===== src/logic/dcache_pkg.sv =====
package dcache_pkg;

    // cache geometry
    localparam int ADDR_W   = 32;
    localparam int WORD_W   = 64;
    localparam int LINE_W   = 256;
    localparam int BEATS    = 4;   // words per line, also axi beats per burst
    localparam int SETS     = 16;
    localparam int OFFSET_W = 5;
    localparam int INDEX_W  = 4;
    localparam int TAG_W    = 23;  // ADDR_W - INDEX_W - OFFSET_W
    localparam int STRB_W   = 8;

    typedef logic [ADDR_W-1:0]   addr_t;
    typedef logic [WORD_W-1:0]   word_t;   // one core word, one axi beat
    typedef logic [STRB_W-1:0]   strb_t;
    typedef logic [LINE_W-1:0]   line_t;
    typedef logic [TAG_W-1:0]    tag_t;
    typedef logic [INDEX_W-1:0]  index_t;
    typedef logic [1:0]          beat_t;   // word position inside a line

    // core request, one in flight
    typedef struct packed {
        addr_t addr;
        logic  write;
        word_t wdata;
        strb_t wmask;
    } cpu_req_t;

    typedef struct packed {
        word_t rdata;
        logic  hit;
    } cpu_resp_t;

    // whole-line transfer between miss sequencer and bus stage
    typedef struct packed {
        addr_t addr;    // line aligned
        logic  write;
        line_t line;
    } line_cmd_t;

    typedef enum logic [1:0] {
        LK_IDLE,
        LK_WAIT_FILL,
        LK_RESPOND
    } lookup_state_e;

    typedef enum logic [1:0] {
        MS_IDLE,
        MS_WRITEBACK,
        MS_REFILL,
        MS_DONE
    } miss_state_e;

    typedef enum logic [1:0] {
        W_IDLE,
        W_AW,
        W_DATA,
        W_RESP
    } bus_w_state_e;

    typedef enum logic [1:0] {
        R_IDLE,
        R_AR,
        R_DATA
    } bus_r_state_e;

endpackage


===== src/logic/dcache_miss_seq.sv =====
`timescale 1ns/1ps

module dcache_miss_seq
    import dcache_pkg::*;
(
    input  logic      clock,
    input  logic      reset,
    input  logic      miss_valid_i,
    input  addr_t     miss_addr_i,
    input  logic      victim_dirty_i,
    input  addr_t     victim_addr_i,
    input  line_t     victim_line_i,
    input  logic      done_valid_i,
    input  line_t     rd_line_i,
    output logic      fill_valid_o,
    output line_t     fill_line_o,
    output logic      cmd_valid_o,
    output line_cmd_t cmd_o
);

    miss_state_e state_q;
    addr_t       refill_addr_q;    // line to fetch once the victim is out

    // fill strobe is the single cycle spent in MS_DONE
    assign fill_valid_o = (state_q == MS_DONE);

    always_ff @(posedge clock or negedge reset) begin
        if (!reset) begin
            state_q     <= MS_IDLE;
            cmd_valid_o <= 1'b0;
        end else begin
            cmd_valid_o <= 1'b0;
            case (state_q)
                MS_IDLE: begin
                    if (miss_valid_i) begin
                        cmd_valid_o <= 1'b1;    // writeback or refill, one cycle later
                        state_q     <= victim_dirty_i ? MS_WRITEBACK : MS_REFILL;
                    end
                end
                MS_WRITEBACK: begin
                    if (done_valid_i) begin
                        cmd_valid_o <= 1'b1;    // victim written, now fetch
                        state_q     <= MS_REFILL;
                    end
                end
                MS_REFILL: begin
                    if (done_valid_i) begin
                        state_q <= MS_DONE;
                    end
                end
                MS_DONE: begin
                    state_q <= MS_IDLE;
                end
                default: state_q <= MS_IDLE;
            endcase
        end
    end

    always_ff @(posedge clock) begin
        if (state_q == MS_IDLE && miss_valid_i) begin
            refill_addr_q <= miss_addr_i;
            cmd_o.addr    <= victim_dirty_i ? victim_addr_i : miss_addr_i;
            cmd_o.write   <= victim_dirty_i;
            cmd_o.line    <= victim_line_i;    // don't care on a read command
        end
        if (state_q == MS_WRITEBACK && done_valid_i) begin
            cmd_o.addr  <= refill_addr_q;
            cmd_o.write <= 1'b0;
        end
        if (state_q == MS_REFILL && done_valid_i) begin
            fill_line_o <= rd_line_i;
        end
    end

endmodule


===== config.mk =====
export PLATFORM = sky130hd
export DESIGN_NAME = dcache_miss_seq
export DESIGN_NICKNAME = d
export VERILOG_FILES = /design/src/logic/dcache_pkg.sv /design/src/logic/dcache_miss_seq.sv
export SDC_FILE = /design/constraint.sdc
export NUM_CORES = 1
export LEC_CHECK = 0
export ABC_AREA = 0
export BUFFER_PORTS_ARGS = -buffer_cell sky130_fd_sc_hd__buf_2
export CAP_MARGIN = 5
export CORE_AREA = 2 2 439 441
export DETAILED_ROUTE_END_ITERATION = 16
export DIE_AREA = 0 0 441 443
export MAX_ROUTING_LAYER = met4
export SYNTH_ARGS = -nofsm -noshare
export SYNTH_HDL_FRONTEND = slang
export SYNTH_SLANG_ARGS = --single-unit

===== constraint.sdc =====
create_clock -name clock -period 12.2 [get_ports clock]
set_input_delay 0.61 -clock clock [delete_from_list [all_inputs] [get_ports clock]]
set_output_delay 0.61 -clock clock [all_outputs]
set_load 0.02 [all_outputs]

# Word level (Yosys, flattened, before mapping)
# Index checks and enable logic that the tools add are counted.
[word_totals]
register_bits = 580
in_bits = 581
output_inout_bits = 547
elab_cells = 30
[op_classes]
n_eq_ne = 6
mux = 11
reduce_logical = 6
[ops]
columns = ["op", "count"]
rows = [
  ["2-to-1 mux 289 bit", 1],
  ["2-to-1 mux 33 bit", 1],
  ["2-to-1 mux 32 bit", 1],
  ["2-to-1 mux 2 bit", 4],
  ["case mux 2 bit (4 select lines)", 1],
  ["!= test 2 bit, second input constant", 3],
  ["== test 2 bit, second input constant", 2],
  ["logical AND 1 bit", 3],
  ["AND reduction 3 bit", 1],
  ["== test 2 x 1 -> 1 bit, second input constant", 1],
  ["logical NOT 2 bit", 1],
  ["2-to-1 mux 1 bit", 2],
  ["case mux 1 bit (2 select lines)", 1],
  ["nonzero test 2 bit", 1],
]

# Longest topological paths before layout
[logic_depth]
ltp_word = 4
depth_mapped = 7
mapped_depth_nobuf = 6

# Least setup slack after synthesis
# Ideal clock, no wire load.
[synth_timing]
path_kind = "reg2reg"
start = "reg state_q[0]"
end = "reg fill_line_o[0], enable pin"
setup_ns = 0.649
arrival_ns = 6.488
t_required_ns = 11.551
path_slack_ns = 5.064
stages_incl_launch_ff = 4
cell_sequence = "dfrtp_1 inv_1 ha_1 and2_1"
[synth_between]
elab_chain_len = 2
[synth_rtl]
columns = ["item", "line_no", "text"]
rows = [
  ["start: declaration", "dcache_miss_seq.sv:21", "miss_state_e state_q;"],
  ["start signal: assignment", "dcache_miss_seq.sv:37", "state_q <= victim_dirty_i ? MS_WRITEBACK : MS_REFILL;"],
  ["== test 2 bit", "dcache_miss_seq.sv:70", "if (state_q == MS_REFILL && done_valid_i) begin"],
  ["logical AND 1 bit", "dcache_miss_seq.sv:70", ""],
  ["end signal: assignment", "dcache_miss_seq.sv:71", "fill_line_o <= rd_line_i;"],
  ["end: declaration", "dcache_miss_seq.sv:16", "output line_t fill_line_o,"],
]
# No other way between the ends.
# A chain may end at the register's enable or synchronous reset.

# Final worst setup path
[layout_timing]
start = "reg state_q[0]"
end = "reg cmd_o[52] (netlist name), enable pin"
[layout_between]
elab_chain_len = 2
[layout_rtl]
columns = ["item", "line_no", "text"]
rows = [
  ["logical NOT 2 bit", "dcache_miss_seq.sv:60", "if (state_q == MS_IDLE && miss_valid_i) begin"],
  ["logical AND 1 bit", "dcache_miss_seq.sv:60", ""],
  ["end: declaration", "dcache_miss_seq.sv:18", "output line_cmd_t cmd_o"],
]
# No other way between the ends.

==> key figures <==
Detailed routing
  • Vias per cell: 2.85
  • First-pass DRT Iterations: 7
  • DR vias: 13300
  • DR WL/cell: 26.9 um
  • Total wire length: 125 mm
  • DRT iter0 DRCs: 1149
  • DRT antenna net count: 0
  • # DRC: 0

Global route
  • Pin count of the biggest net entering global routing: 154
  • Total GRT Usage: 12.7%
  • First-pass GRT wire length: 150 mm
  • Overflow after GRT: 0
  • Initial antenna violation count: 185
  • Vias in the first global route: 12900

Critical path
  • Crit. End Element: flop
  • Critical Setup Path Class: flop to flop
  • Required @ worst endpoint: 12500 ps
  • Critical Path Fanout Max: 148
  • CP startpoint kind: flop
  • R2R depth: 5
  • WP data arrival: 3100 ps

STA
  • Slew @ Worst Pin: 1030 ps
  • Max Clk Rate: 358 MHz
  • RSZ-0062 raised after global routing: no
  • Final Hold Viols: 0
  • Worst Setup Slack, final: 9400 ps
  • Final min period: 2800 ps
  • Fin. max-slew vios: 0
  • Clock skew: 19.5 ps
  • Fin crit share: 22.9%
  • Setup TNS: 0 ps
  • Max-slew headroom: 31.4%
  • Setup violators final: 0

Finish
  • Finished Cell Area: 30600 sq um
  • Commonest non-fill, non-tap cell in the layout: buf_2
  • Area Overhead vs Synth: 66.8%
  • Final nets: 2559
  • Most frequent cells in the layout: 1127 x buf_2, 576 x edfxtp_1, 77 x clkbuf_16
  • Share of layout cells above drive strength 1: 61.7%
  • Fillcell total: 21000

Floorplan
  • FP Rows: 161
  • Core Area: 191000 sq um
  • Initial Utilization: 9.58%
  • I/O pin total: 1128
  • Die area: 195000 sq um
  • Chip height: 443 um
  • Die Wd: 441 um

Synth
  • Yosys warnings: 0
  • Netlist cell types: 22
  • Synthesized netlist cell count: 713
  • Syn Std Cell Area: 18300 sq um
  • Syn Nets: 1299
  • Synthesis-stage register bit count: 580
  • Avg Inst Size Synth: 25.7 sq um
  • Part of the Yosys area used for sequential elements: 94.9%

Hold path
  • Worst hold stages: 1
  • Hold Path Class: input port to flop

Clocking
  • Reg clk slew, reported paths: 60 ps
  • CTS max path bufs: 3
  • CTS tree: built
  • Num CTS Buffers: 76
  • Htree depth: 3
  • Worst skew pair latency: 690 ps
  • # clock sinks: 580
  • Root Driver: clkbuf_16

Flow run
  • Max-cap violations: 0

Placement
  • Placed inst area: 27100 sq um
  • IO Port Bufs: 1127
  • Dpl ws: 9410 ps
  • Post-DP HPWL: 106 mm
  • GPL Wtd Cong: 0.914

Power
  • VDD IR-drop max: 0.105 mV
  • Static leakage: 0.0118 uW
  • Pwr dens: 216 nW/um^2

Status
  • Status: finished clean
[kinds of logic after synthesis]
logic type               synth area share [%]
flip-flops                               94.9
AND/OR/NAND/NOR                         0.942
multiplexers                             1.97
AO/OA/AOI/OAI                           0.977
buffers and inverters                   0.853
adder cells (fa/ha/maj)                 0.341
[power by group]
group | switching (uW) | internal (uW)
Combinational | 1020 | 327
Clock | 994 | 1440
Sequential | 126 | 2700
[critical path, stage by stage, from the launching register on]
cell,delay [ps]
dfrtp_1,400
inv_1,140
ha_1,210
nand2_2,160
inv_12,460
buf_12,660
[flip-flops by register name, indices dropped and copies added, names as in the netlist]
signal	count
cmd_valid_o	1
state_q	2
refill_addr_q	32
fill_line_o	256
cmd_o	289
[routing by layer]
layer / wire (um) / track usage [%] / up-vias
li1: - / - / 5537
met1: 40300 / 11.8 / 6492
met2: 63200 / 21.7 / 981
met3: 16000 / 6.77 / 273
met4: 5610 / 4.98 / 0
met5: 0 / - / -
[cell type report]
class                      count  area, sq um  area share [%]
timing repair buffer        1193         6320            20.7
sequential                   580        17400            56.9
clock buffer                  94         1990            6.51
multi-input combinational    117          781            2.55
tap                         2526         3160            10.3
inverter                       5         31.3           0.102
clock inverter                48          667            2.18
antenna                       90          225           0.737
[cells in the mapped netlist, drive strengths merged]
master	n	area, sq um
buf	11	136
inv	4	15.0
nand2	39	156
o21ai	32	164
a21oi	1	8.76
mux2i	36	360
and2	2	12.5
clkinv	1	5.00
ha	5	62.6
dfrtp	3	75.1
edfxtp	576	17300
dfxtp	1	20.0
nor2	1	3.75
o22ai	1	6.26
[path summary, 6_finish.rpt]
path,slack (ps),from,to
max,9400,state_q[0]$_DFFE_PN0P_,cmd_o[52]$_DFFE_PP_
min,100,victim_line_i[208],cmd_o[208]$_DFFE_PP_
max reg2reg,9400,state_q[0]$_DFFE_PN0P_,cmd_o[52]$_DFFE_PP_
min reg2reg,480,cmd_o[256]$_SDFFE_PP0P_,cmd_o[256]$_SDFFE_PP0P_
max in group asynchronous,11630,reset,cmd_valid_o$_DFF_PN0_
min in group asynchronous,450,reset,state_q[1]$_DFFE_PN0P_
[timing repair]
action / CTS / global route
hold endpoints to repair: 64 / 0
resized for setup: 0 / 0
hold buffers: 62 / 0
buffers inserted: 0 / 0
[through the flow]
| stage | hold slack, ps | instances | power (uW) | util, % |
|---|---|---|---|---|
| 3_3_place_gp | 415 | 4359 | 4220 | 14.2 |
| 3_5_place_dp | 421 | 4359 | 4240 | 14.2 |
| 4_1_cts | 0.0229 | 4563 | 6770 | 15.9 |
| 2_1_floorplan | 314 | 713 | 3570 | - |
| 5_1_grt | 28.7 | 4635 | 6860 | 16.0 |
| 6_report | 97.5 | 4653 | 6600 | 16.0 |
(Power assumes the default switching activity.)
