<file path="config.mk">
export PLATFORM = sky130hd
export DESIGN_NAME = axi_dcache_bridge
export DESIGN_NICKNAME = d
export VERILOG_FILES = /design/src/logic/dcache_pkg.sv /design/src/logic/axi_dcache_bridge.sv
export SDC_FILE = /design/constraint.sdc
export NUM_CORES = 1
export LEC_CHECK = 0
export BUFFER_PORTS_ARGS = -buffer_cell sky130_fd_sc_hd__clkbuf_2
export CORE_AREA = 2 2 296 298
export DETAILED_ROUTE_END_ITERATION = 6
export DIE_AREA = 0 0 298 300
export SETUP_SLACK_MARGIN = 0.3
export SLEW_MARGIN = 5
export SYNTH_ARGS = -nofsm -noshare
export SYNTH_HDL_FRONTEND = slang
export SYNTH_SLANG_ARGS = --single-unit
export TNS_END_PERCENT = 20
</file>
<file path="constraint.sdc">
create_clock -name clock -period 10.6 [get_ports clock]
set_input_delay 1.06 -clock clock [delete_from_list [all_inputs] [get_ports clock]]
set_output_delay 1.06 -clock clock [all_outputs]
set_load 0.005 [all_outputs]
</file>
<file path="src/logic/dcache_pkg.sv">
package dcache_pkg;

    // cache geometry
    localparam int ADDR_W   = 32;
    localparam int WORD_W   = 64;
    localparam int LINE_W   = 256;
    localparam int BEATS    = 4;   // words per line, also axi beats per burst
    localparam int SETS     = 16;
    localparam int OFFSET_W = 5;
    localparam int INDEX_W  = 4;
    localparam int TAG_W    = 23;  // ADDR_W - INDEX_W - OFFSET_W
    localparam int STRB_W   = 8;

    typedef logic [ADDR_W-1:0]   addr_t;
    typedef logic [WORD_W-1:0]   word_t;   // one core word, one axi beat
    typedef logic [STRB_W-1:0]   strb_t;
    typedef logic [LINE_W-1:0]   line_t;
    typedef logic [TAG_W-1:0]    tag_t;
    typedef logic [INDEX_W-1:0]  index_t;
    typedef logic [1:0]          beat_t;   // word position inside a line

    // core request, one in flight
    typedef struct packed {
        addr_t addr;
        logic  write;
        word_t wdata;
        strb_t wmask;
    } cpu_req_t;

    typedef struct packed {
        word_t rdata;
        logic  hit;
    } cpu_resp_t;

    // whole-line transfer between miss sequencer and bus stage
    typedef struct packed {
        addr_t addr;    // line aligned
        logic  write;
        line_t line;
    } line_cmd_t;

    typedef enum logic [1:0] {
        LK_IDLE,
        LK_WAIT_FILL,
        LK_RESPOND
    } lookup_state_e;

    typedef enum logic [1:0] {
        MS_IDLE,
        MS_WRITEBACK,
        MS_REFILL,
        MS_DONE
    } miss_state_e;

    typedef enum logic [1:0] {
        W_IDLE,
        W_AW,
        W_DATA,
        W_RESP
    } bus_w_state_e;

    typedef enum logic [1:0] {
        R_IDLE,
        R_AR,
        R_DATA
    } bus_r_state_e;

endpackage

</file>
<file path="src/logic/axi_dcache_bridge.sv">
`timescale 1ns/1ps

module axi_dcache_bridge
    import dcache_pkg::*;
(
    input  logic      clock,
    input  logic      reset,
    input  logic      cmd_valid_i,
    input  line_cmd_t cmd_i,
    output logic      done_valid_o,
    output line_t     rd_line_o,

    // write address / data / response
    input  logic      axi_aw_ready_i,
    output logic      axi_aw_valid_o,
    output addr_t     axi_aw_addr_o,
    input  logic      axi_w_ready_i,
    output logic      axi_w_valid_o,
    output word_t     axi_w_data_o,
    output strb_t     axi_w_strb_o,
    output logic      axi_w_last_o,
    output logic      axi_b_ready_o,
    input  logic      axi_b_valid_i,
    input  logic [1:0] axi_b_resp_i,    // error responses are ignored

    // read address / data
    input  logic      axi_ar_ready_i,
    output logic      axi_ar_valid_o,
    output addr_t     axi_ar_addr_o,
    output logic      axi_r_ready_o,
    input  logic      axi_r_valid_i,
    input  word_t     axi_r_data_i,
    input  logic      axi_r_last_i,
    input  logic [1:0] axi_r_resp_i     // likewise ignored
);

    bus_w_state_e w_state_q, w_state_d;
    bus_r_state_e r_state_q, r_state_d;

    beat_t w_cnt_q;
    beat_t r_cnt_q;
    addr_t wr_addr_q;
    addr_t rd_addr_q;
    line_t wr_line_q;
    logic  w_last;
    logic  wr_start;
    logic  rd_start;

    assign wr_start = (w_state_q == W_IDLE) && cmd_valid_i && cmd_i.write;
    assign rd_start = (r_state_q == R_IDLE) && cmd_valid_i && !cmd_i.write;
    assign w_last   = (w_cnt_q == beat_t'(BEATS-1));

    always_comb begin
        w_state_d = w_state_q;
        case (w_state_q)
            W_IDLE: if (wr_start)                       w_state_d = W_AW;
            W_AW:   if (axi_aw_ready_i)                 w_state_d = W_DATA;
            W_DATA: if (axi_w_ready_i && w_last)        w_state_d = W_RESP;
            W_RESP: if (axi_b_valid_i)                  w_state_d = W_IDLE;
            default:                                    w_state_d = W_IDLE;
        endcase
    end

    always_comb begin
        r_state_d = r_state_q;
        case (r_state_q)
            R_IDLE: if (rd_start)                       r_state_d = R_AR;
            R_AR:   if (axi_ar_ready_i)                 r_state_d = R_DATA;
            R_DATA: if (axi_r_valid_i && axi_r_last_i)  r_state_d = R_IDLE;
            default:                                    r_state_d = R_IDLE;
        endcase
    end

    always_ff @(posedge clock or negedge reset) begin
        if (!reset) begin
            w_state_q    <= W_IDLE;
            r_state_q    <= R_IDLE;
            w_cnt_q      <= '0;
            r_cnt_q      <= '0;
            done_valid_o <= 1'b0;
        end else begin
            w_state_q <= w_state_d;
            r_state_q <= r_state_d;
            if (wr_start) begin
                w_cnt_q <= '0;
            end else if (axi_w_valid_o && axi_w_ready_i && !w_last) begin
                w_cnt_q <= w_cnt_q + 2'd1;
            end
            if (rd_start) begin
                r_cnt_q <= '0;
            end else if (axi_r_valid_i && axi_r_ready_o) begin
                r_cnt_q <= r_cnt_q + 2'd1;
            end
            // strobe once the b response or last read beat is taken
            done_valid_o <= (axi_b_valid_i && axi_b_ready_o) ||
                            (axi_r_valid_i && axi_r_ready_o && axi_r_last_i);
        end
    end

    // command latch and read assembly
    always_ff @(posedge clock) begin
        if (wr_start) begin
            wr_addr_q <= cmd_i.addr;
            wr_line_q <= cmd_i.line;
        end
        if (rd_start) begin
            rd_addr_q <= cmd_i.addr;
        end
        if (axi_r_valid_i && axi_r_ready_o) begin
            rd_line_o[r_cnt_q*WORD_W +: WORD_W] <= axi_r_data_i;
        end
    end

    assign axi_aw_valid_o = (w_state_q == W_AW);
    assign axi_aw_addr_o  = wr_addr_q;
    assign axi_w_valid_o  = (w_state_q == W_DATA);
    assign axi_w_data_o   = wr_line_q[w_cnt_q*WORD_W +: WORD_W];
    assign axi_w_strb_o   = '1;    // full line, every byte
    assign axi_w_last_o   = axi_w_valid_o && w_last;
    assign axi_b_ready_o  = (w_state_q == W_RESP);

    assign axi_ar_valid_o = (r_state_q == R_AR);
    assign axi_ar_addr_o  = rd_addr_q;
    assign axi_r_ready_o  = (r_state_q == R_DATA);

endmodule

</file>
* Yosys cells after proc, flatten, opt, wreduce, memory -nomap -nowiden *
Cells that the tools add are included.

word-level totals
  word-level logic and storage cells = 63
  register bits after elaboration = 585

cells by class
  $add $sub $neg = 3
  reduce and logical (&&, ||, !) cells = 21
  mux-type cells = 14
  shift operators = 3
  equal/unequal tests = 13

operator list
  kind                                                                        number
  256-bit bitwise mux                                                         1
  64-bit by 34-bit variable shift with 256-bit output (first input constant)  1
  256-bit by 9-bit variable part select with 64-bit output                    1
  64-bit by 34-bit variable part select with 256-bit output                   1
  8-bit negation with 34-bit output                                           1
  2-bit 2-to-1 mux                                                            11
  1-bit logical AND                                                           12
  2-bit equality test (second input constant)                                 4
  2-bit != test (second input constant)                                       4
  2-bit one-hot mux with 4 select lines                                       1
  2-bit by 1-bit != test with 1-bit output (second input constant)            3
  2-bit one-hot mux with 3 select lines                                       1
  2-bit by 1-bit adder with 2-bit output (second input constant)              2
  2-bit by 1-bit equality test with 1-bit output (second input constant)      2
  2-bit logical NOT                                                           2
  4-bit AND reduction                                                         1
  2-bit nonzero test                                                          2
  3-bit AND reduction                                                         1
  1-bit logical NOT                                                           2
  1-bit logical OR                                                            1

* Depth between registers and ports, before layout *
Gate-level depths: netlist of run 1.

  word-level depth = 5
  depth in mapped cells = 6
  depth with buffers taken out = 5

* Worst setup path before layout of run 1 *
No wires, ideal clock.

  path kind = input -> register
  from = in cmd_i[256] (netlist name)
  to = reg wr_addr_q[0], in the netlist axi_aw_addr_o[0] (enable)
  setup slack = 2.215 ns
  buffers on the path = 0
  arrival time = 7.695 ns
  cell stages on the path = 1
  data required time = 9.909 ns
  path through = and3_1

on the way
  word-level cells in the longest chain between the ends = 1

ends and longest elaborated chain
  item                  line                      text
  start, declared       axi_dcache_bridge.sv:9    input line_cmd_t cmd_i,
  1-bit logical AND     axi_dcache_bridge.sv:49   assign wr_start = (w_state_q == W_IDLE) && cmd_valid_i && cmd_i.write;
  end signal, assigned  axi_dcache_bridge.sv:103  wr_addr_q <= cmd_i.addr;
  end, declared         axi_dcache_bridge.sv:42   addr_t wr_addr_q;

Every way passes these cells.
A chain may end at the register's enable or synchronous reset.

* Worst setup path in the final report of run 1 *
  from = reg w_cnt_q[0]
  to = out axi_w_data_o[11]

on the way
  word-level cells in the longest chain between the ends = 1

ends and longest elaborated chain
  item                                                      line                      text
  start, declared                                           axi_dcache_bridge.sv:40   beat_t w_cnt_q;
  start signal, assigned                                    axi_dcache_bridge.sv:87   w_cnt_q <= w_cnt_q + 2'd1;
  256-bit by 9-bit variable part select with 64-bit output  axi_dcache_bridge.sv:117  assign axi_w_data_o = wr_line_q[w_cnt_q*WORD_W +: WORD_W];
  end, declared                                             axi_dcache_bridge.sv:19   output word_t axi_w_data_o,

Every way passes these cells.

==> results of run 1 <==
[power by group]
group / switching [W] / internal (W) / leakage [nW] / total, W
registers: 0.000118 / 0.00281 / 5.61 / 0.00293
logic: 0.000620 / 0.000528 / 4.62 / 0.00115
clock network: 0.000921 / 0.00127 / 1.00 / 0.00219
total: 0.00166 / 0.00461 / 11.2 / 0.00627
[cell usage after synthesis (2+ instances only)]
cell      instances  share of area (%)
nand2b_2          2              0.082
dfrtp_1           9                1.1
nand2_1           3              0.053
buf_2             4              0.094
nor2_1            5              0.088
clkbuf_2         18               0.42
buf_4            14               0.49
ha_1             11               0.65
and2_1          259                7.6
clkbuf_1         12               0.21
edfxtp_1        576                 81
nor3_4            2               0.15
mux2i_1           2              0.094
inv_1             5              0.088
nor2b_1           4               0.12
mux4_2           64                6.8
a22o_1            2              0.082
[registers in the layout, summed over array words and instances (netlist names)]
signal / count
rd_line_o: 256
wr_line_q: 256
axi_ar_addr_o: 32
axi_aw_addr_o: 32
r_cnt_q: 2
r_state_q: 2
w_cnt_q: 2
w_state_q: 2
done_valid_o: 1
[metal layers]
metal / share of wire (%) / global-route usage [%]
met3: 11 / 6.31
met1: 36 / 16.2
met5: 0.15 / 0
met4: 3.5 / 6.21
met2: 49 / 24.6
[worst max-delay path, cell delays in order (launching register included)]
cell and delay (ps):
dfrtp_4 840, buf_4 700, mux4_2 670, clkbuf_2 150
[area by class of cell]
cell class / count / area [µm²] / area share, %
Clock buffer: 85 / 1790 / 6.28
Inverter: 5 / 18.8 / 0.0660
Timing Repair Buffer: 763 / 3850 / 13.5
Clock inverter: 37 / 283 / 0.994
Multi-Input combinational cell: 377 / 3540 / 12.5
Antenna cell: 2 / 5.00 / 0.0176
Tap cell: 1155 / 1450 / 5.08
Sequential cell: 585 / 17500 / 61.6
[per-stage QoR]
stage | std cells | utilization, % | worst slack [ps] | total power (W)
finish | 3009 | 33.0 | 6520 | 0.00627
detailed placement | 2885 | 30.6 | 6040 | 0.00416
global route | 3007 | 33.0 | 6210 | 0.00653
global placement | 2885 | 30.6 | 6170 | 0.00413
floorplan | 1015 | - | 2210 | 0.00363
CTS | 3007 | 33.0 | 6280 | 0.00637
[worst paths after layout]
kind / depth (start not counted) / end / from
max reg2reg: 5 / wr_line_q[123]$_DFFE_PP_ / w_state_q[0]$_DFFE_PN0P_
max: 3 / axi_w_data_o[11] / w_cnt_q[0]$_DFFE_PN0P_
min: 1 / w_cnt_q[0]$_DFFE_PN0P_ / reset
min reg2reg: 1 / w_state_q[1]$_DFFE_PN0P_ / w_state_q[1]$_DFFE_PN0P_
min in group clock: 1 / w_state_q[1]$_DFFE_PN0P_ / w_state_q[1]$_DFFE_PN0P_
max in group asynchronous: 1 / w_cnt_q[1]$_DFFE_PN0P_ / reset
[kinds of logic (layout without fill, tap and decap cells)]
family	count (synthesis)	after routing	share of synthesized area, %
flops	585	585	82.3
compound gates	7	7	0.312
buf+inv	53	890	1.31
fa+ha+maj	11	11	0.647
other cells	1	10	0.0176
mux	67	67	6.92
xor+xnor	2	2	0.0823
simple gates	282	282	8.38
==> flow_summary.toml, run 1 <==
[run_status]
status = "finished clean"

[layout]
syn_to_final_growth_pct = 33.7
fillers = 8463
layout.cells.most_common_list = "752 x clkbuf_2, 576 x edfxtp_1, 255 x and2_1, 69 x clkbuf_16, 64 x mux4_2"
finalInstanceArea_mm2 = 0.0285
final_common_cell = "clkbuf_2"
fin_nets = 2176
layout-drive-gt1-share_pct = 50.2

[route]
wl_um = 67100
wl_per_cell_um = 22.3
drt_iter0_markers = 785
ant_nets = 0
drt-pass1-iter-count = 5
drc_errors = 0
vias_per_cell = 4.15
routed-via-count = 12474

[sta]
rsz0062_at_grt = "false"
timing.final.crit_share_pct = 38.5
worst_slew_pin_slew_ps = 1080
timing.fmax_ghz = 0.245
setup_viol = 0
hold_viol = 0
clock_skew_ps = 21.2
slew_headroom_pct = 28.2
hold_ws_ps = 360
tns_ps = 0
period_needed_ps = 4080
slew_violations = 0

[logic_synthesis]
synth-edff-count = 576
synthFlopType = "edfxtp_1"
async_flop_share_pct = 1.54
ys_ff_latch = 585
synth.cell_area_mm2 = 0.0213
ys_seq_area_share_pct = 82.3
yosysWarnings = 0
netlist_instances = 1008
synth.avg_cell_area_um2 = 21.1
ys_types = 33

[place]
dp_hpwl_um = 49700
placed_area_mm2 = 0.0264
gp_congestion = 0.921
numPortBuffers = 752

[grt]
grt_pass1_wl_um = 94000
gr-usage-all-layers_pct = 14.6
antenna_found_initial = 12
grt_max_degree = 82
grt_overflow_total = 0
grt_pass1_vias = 13378

[die]
io_pins = 765
core_mm2 = 0.0862
rows = 108
die_w_um = 298
dieArea_mm2 = 0.0894
fp.dieH_um = 300
start_util_pct = 24.7

[clocking]
cts_buffers = 67
clkLatencyLatePin_ps = 610
cts_hold_buf = 0
cts_resized = 0
cts_setup_buffers = 0
cts.clk_slew.worst_paths_ps = 60
htree_num_levels = 3
cts_tree = "built"
cts-root-buf = "clkbuf_16"
cts.sinks = 585
clockBufferDepth = 3

[setup_path]
cp-end-kind = "primary output"
critPathRequiredTime_ps = 9540
crit_arrival_ps = 3020
cp-start-kind = "register"
rrSetupSlack_ps = 6700
cp_max_fo = 35
crit_type = "register to primary output"

[power]
ir_drop_v = 0.000119
p_leak_nw = 11.2
p_per_area_mw_per_mm2 = 220

[job]
maxCapViolCount = 0

[hold_path]
hp-class = "primary input to async pin"
No activity file was read; power rests on OpenSTA's default activity.
==> inputs of run 2 (changes only) <==
==> constraint.sdc (replaced) <==
create_clock -name clock -period 3.35 [get_ports clock]
set_input_delay 0.335 -clock clock [delete_from_list [all_inputs] [get_ports clock]]
set_output_delay 0.335 -clock clock [all_outputs]
set_load 0.005 [all_outputs]
==> run 2 against run 1 <==
Net effect:
- via count grew 11%
- routed wire length grew 0.66%
- utilization grew 4.3 points
- largest power group unchanged
- clock skew grew 9.7 ps
- largest cell class unchanged
- combinational power grew to 3.7 times the previous value
- clock-buffer cell count shrank 7
==> flow_summary.toml, run 2 (synthesis gave the netlist of run 1 again) <==
[run_status]
status = "finished clean"

[setup_path]
critPathRequiredTime_ps = 3010
cp_cell_sequence = "buf_4 -> mux4_2 -> clkbuf_2"
worst_path_largest_cell_delay_ps = 810
cp-end-kind = "primary output"
cp-start-kind = "register"
crit_arrival_ps = 2490
crit_slowest_cell = "dfrtp_4"
crit_type = "register to primary output"
cp_max_fo = 26

[route]
wl_per_cell_um = 20.2
drt_iter0_markers = 905
wl_um = 67600
ant_nets = 0
wl_met2_um = 36200
drt-pass1-iter-count = 5
routed-via-count = 13801
met3_length_um = 4740
drt-met1-wl_um = 24800
vias_per_cell = 4.13
drc_errors = 0
dr.max_layer_used = "met4"

[clocking]
cts.sinks = 585
cts_buffers = 67
cts-root-buf = "clkbuf_16"
clkLatencyLatePin_ps = 610
cts_resized = 0
cts_setup_buffers = 0
cts.clk_slew.worst_paths_ps = 60
cts_tree = "built"
htree_num_levels = 3
cts_hold_buf = 321
clockBufferDepth = 3

[layout]
layout-drive-gt1-share_pct = 43.9
syn_to_final_growth_pct = 51.2
layout.cells.most_common_list = "752 x clkbuf_2, 576 x edfxtp_1, 321 x dlygate4sd3_1, 255 x and2_1, 69 x clkbuf_16"
fillers = 8035
finalInstanceArea_mm2 = 0.0322
final_common_cell = "clkbuf_2"
fin_nets = 2517
top_regs = "rd_line_o (256), wr_line_q (256)"
stdcell_count = 3344

[die]
rows = 108
start_util_pct = 24.7
dieArea_mm2 = 0.0894
core_mm2 = 0.0862
die_w_um = 298
io_pins = 765
fp.dieH_um = 300

[sta]
clock_skew_ps = 30.9
rsz0062_at_grt = "false"
tns_ps = 0
timing.fmax_ghz = 0.354
hold_viol = 0
period_needed_ps = 2820
slew_headroom_pct = 26.3
slew_violations = 0
setup_viol = 0
worst_slew_pin_slew_ps = 1100
timing.final.crit_share_pct = 84.3

[grt]
grt_max_degree = 89
grt_pass1_wl_um = 97700
gr-usage-all-layers_pct = 14.6
antenna_found_initial = 3
grt_overflow_total = 0
grt_pass1_vias = 15387

[power]
ir_drop_v = 0.000484
p_leak_nw = 12.8
p_per_area_mw_per_mm2 = 648

[place]
gp_congestion = 0.905
numPortBuffers = 752
dp_cells = 2905
dp_hpwl_um = 45900
placed_area_mm2 = 0.0268

[hold_path]
hp-class = "primary input to register"

[job]
maxCapViolCount = 0
-- run 2: cell types whose count changed in the layout (fill, tap and decap cells not counted), moves of 3 or more --
cell           before  now
buf_12              0   16
buf_4              11   15
bufinv_16           3    6
clkbuf_1           16    9
clkinv_1           19   13
clkinvlp_4          2    5
dlygate4sd3_1       0  321
-- run 2: critical path, delay by kind of cell (launching register included) --
kind | cells | cell delay [ps]
buffers and inverters | 2 | 470
flip-flops | 1 | 810
multiplexers | 1 | 590
-- run 2: layout make-up --
type	count	area, µm²	area share [%]
Antenna cell	1	2.50	0.00778
Clock buffer	78	1760	5.47
Clock inverter	39	439	1.37
Inverter	5	18.8	0.0583
Multi-Input combinational cell	377	3560	11.1
Sequential cell	585	17500	54.5
Tap cell	1155	1450	4.49
Timing Repair Buffer	1104	7410	23.0
-- run 2: per-layer routing --
metal | vias to the layer above | GRT usage [%]
li1 | 6115 | -
met1 | 6955 | 16.4
met2 | 615 | 26.7
met3 | 116 | 3.82
met4 | 0 | 5.04
met5 | - | 0
-- run 2: worst paths after layout --
check | depth (start not counted) | startpoint | slack [ps] | end
setup / recovery | 3 | w_cnt_q[0]$_DFFE_PN0P_ | 530 | axi_w_data_o[19]
max in group asynchronous | 2 | reset | 2940 | w_cnt_q[0]$_DFFE_PN0P_
setup reg to reg | 6 | r_cnt_q[0]$_DFFE_PN0P_ | 1040 | rd_line_o[154]$_DFFE_PP_
hold / removal | 2 | axi_r_data_i[29] | 70 | rd_line_o[93]$_DFFE_PP_
min in group asynchronous | 2 | reset | 160 | w_state_q[0]$_DFFE_PN0P_
hold reg to reg | 1 | w_state_q[0]$_DFFE_PN0P_ | 600 | w_state_q[0]$_DFFE_PN0P_
-- run 2: report_power, final --
part,total [W],internal [W],switching (W),leakage [nW]
registers,0.00925,0.00887,0.000381,5.61
clock network,0.00732,0.00428,0.00304,1.06
logic,0.00427,0.00208,0.00219,6.12
-- run 2: through the flow --
stage / utilization [%] / power [W] / setup slack [ps] / hold WS [ps]
final: 37.3 / 0.0208 / 525 / 67.8
after global routing: 37.3 / 0.0217 / 365 / 35.8
after global placement: 31.0 / 0.0133 / 1090 / 241
after CTS: 37.3 / 0.0211 / 402 / 1.58
after floorplan: - / 0.0114 / 180 / 39.4
after detailed placement: 31.0 / 0.0134 / 1040 / 241
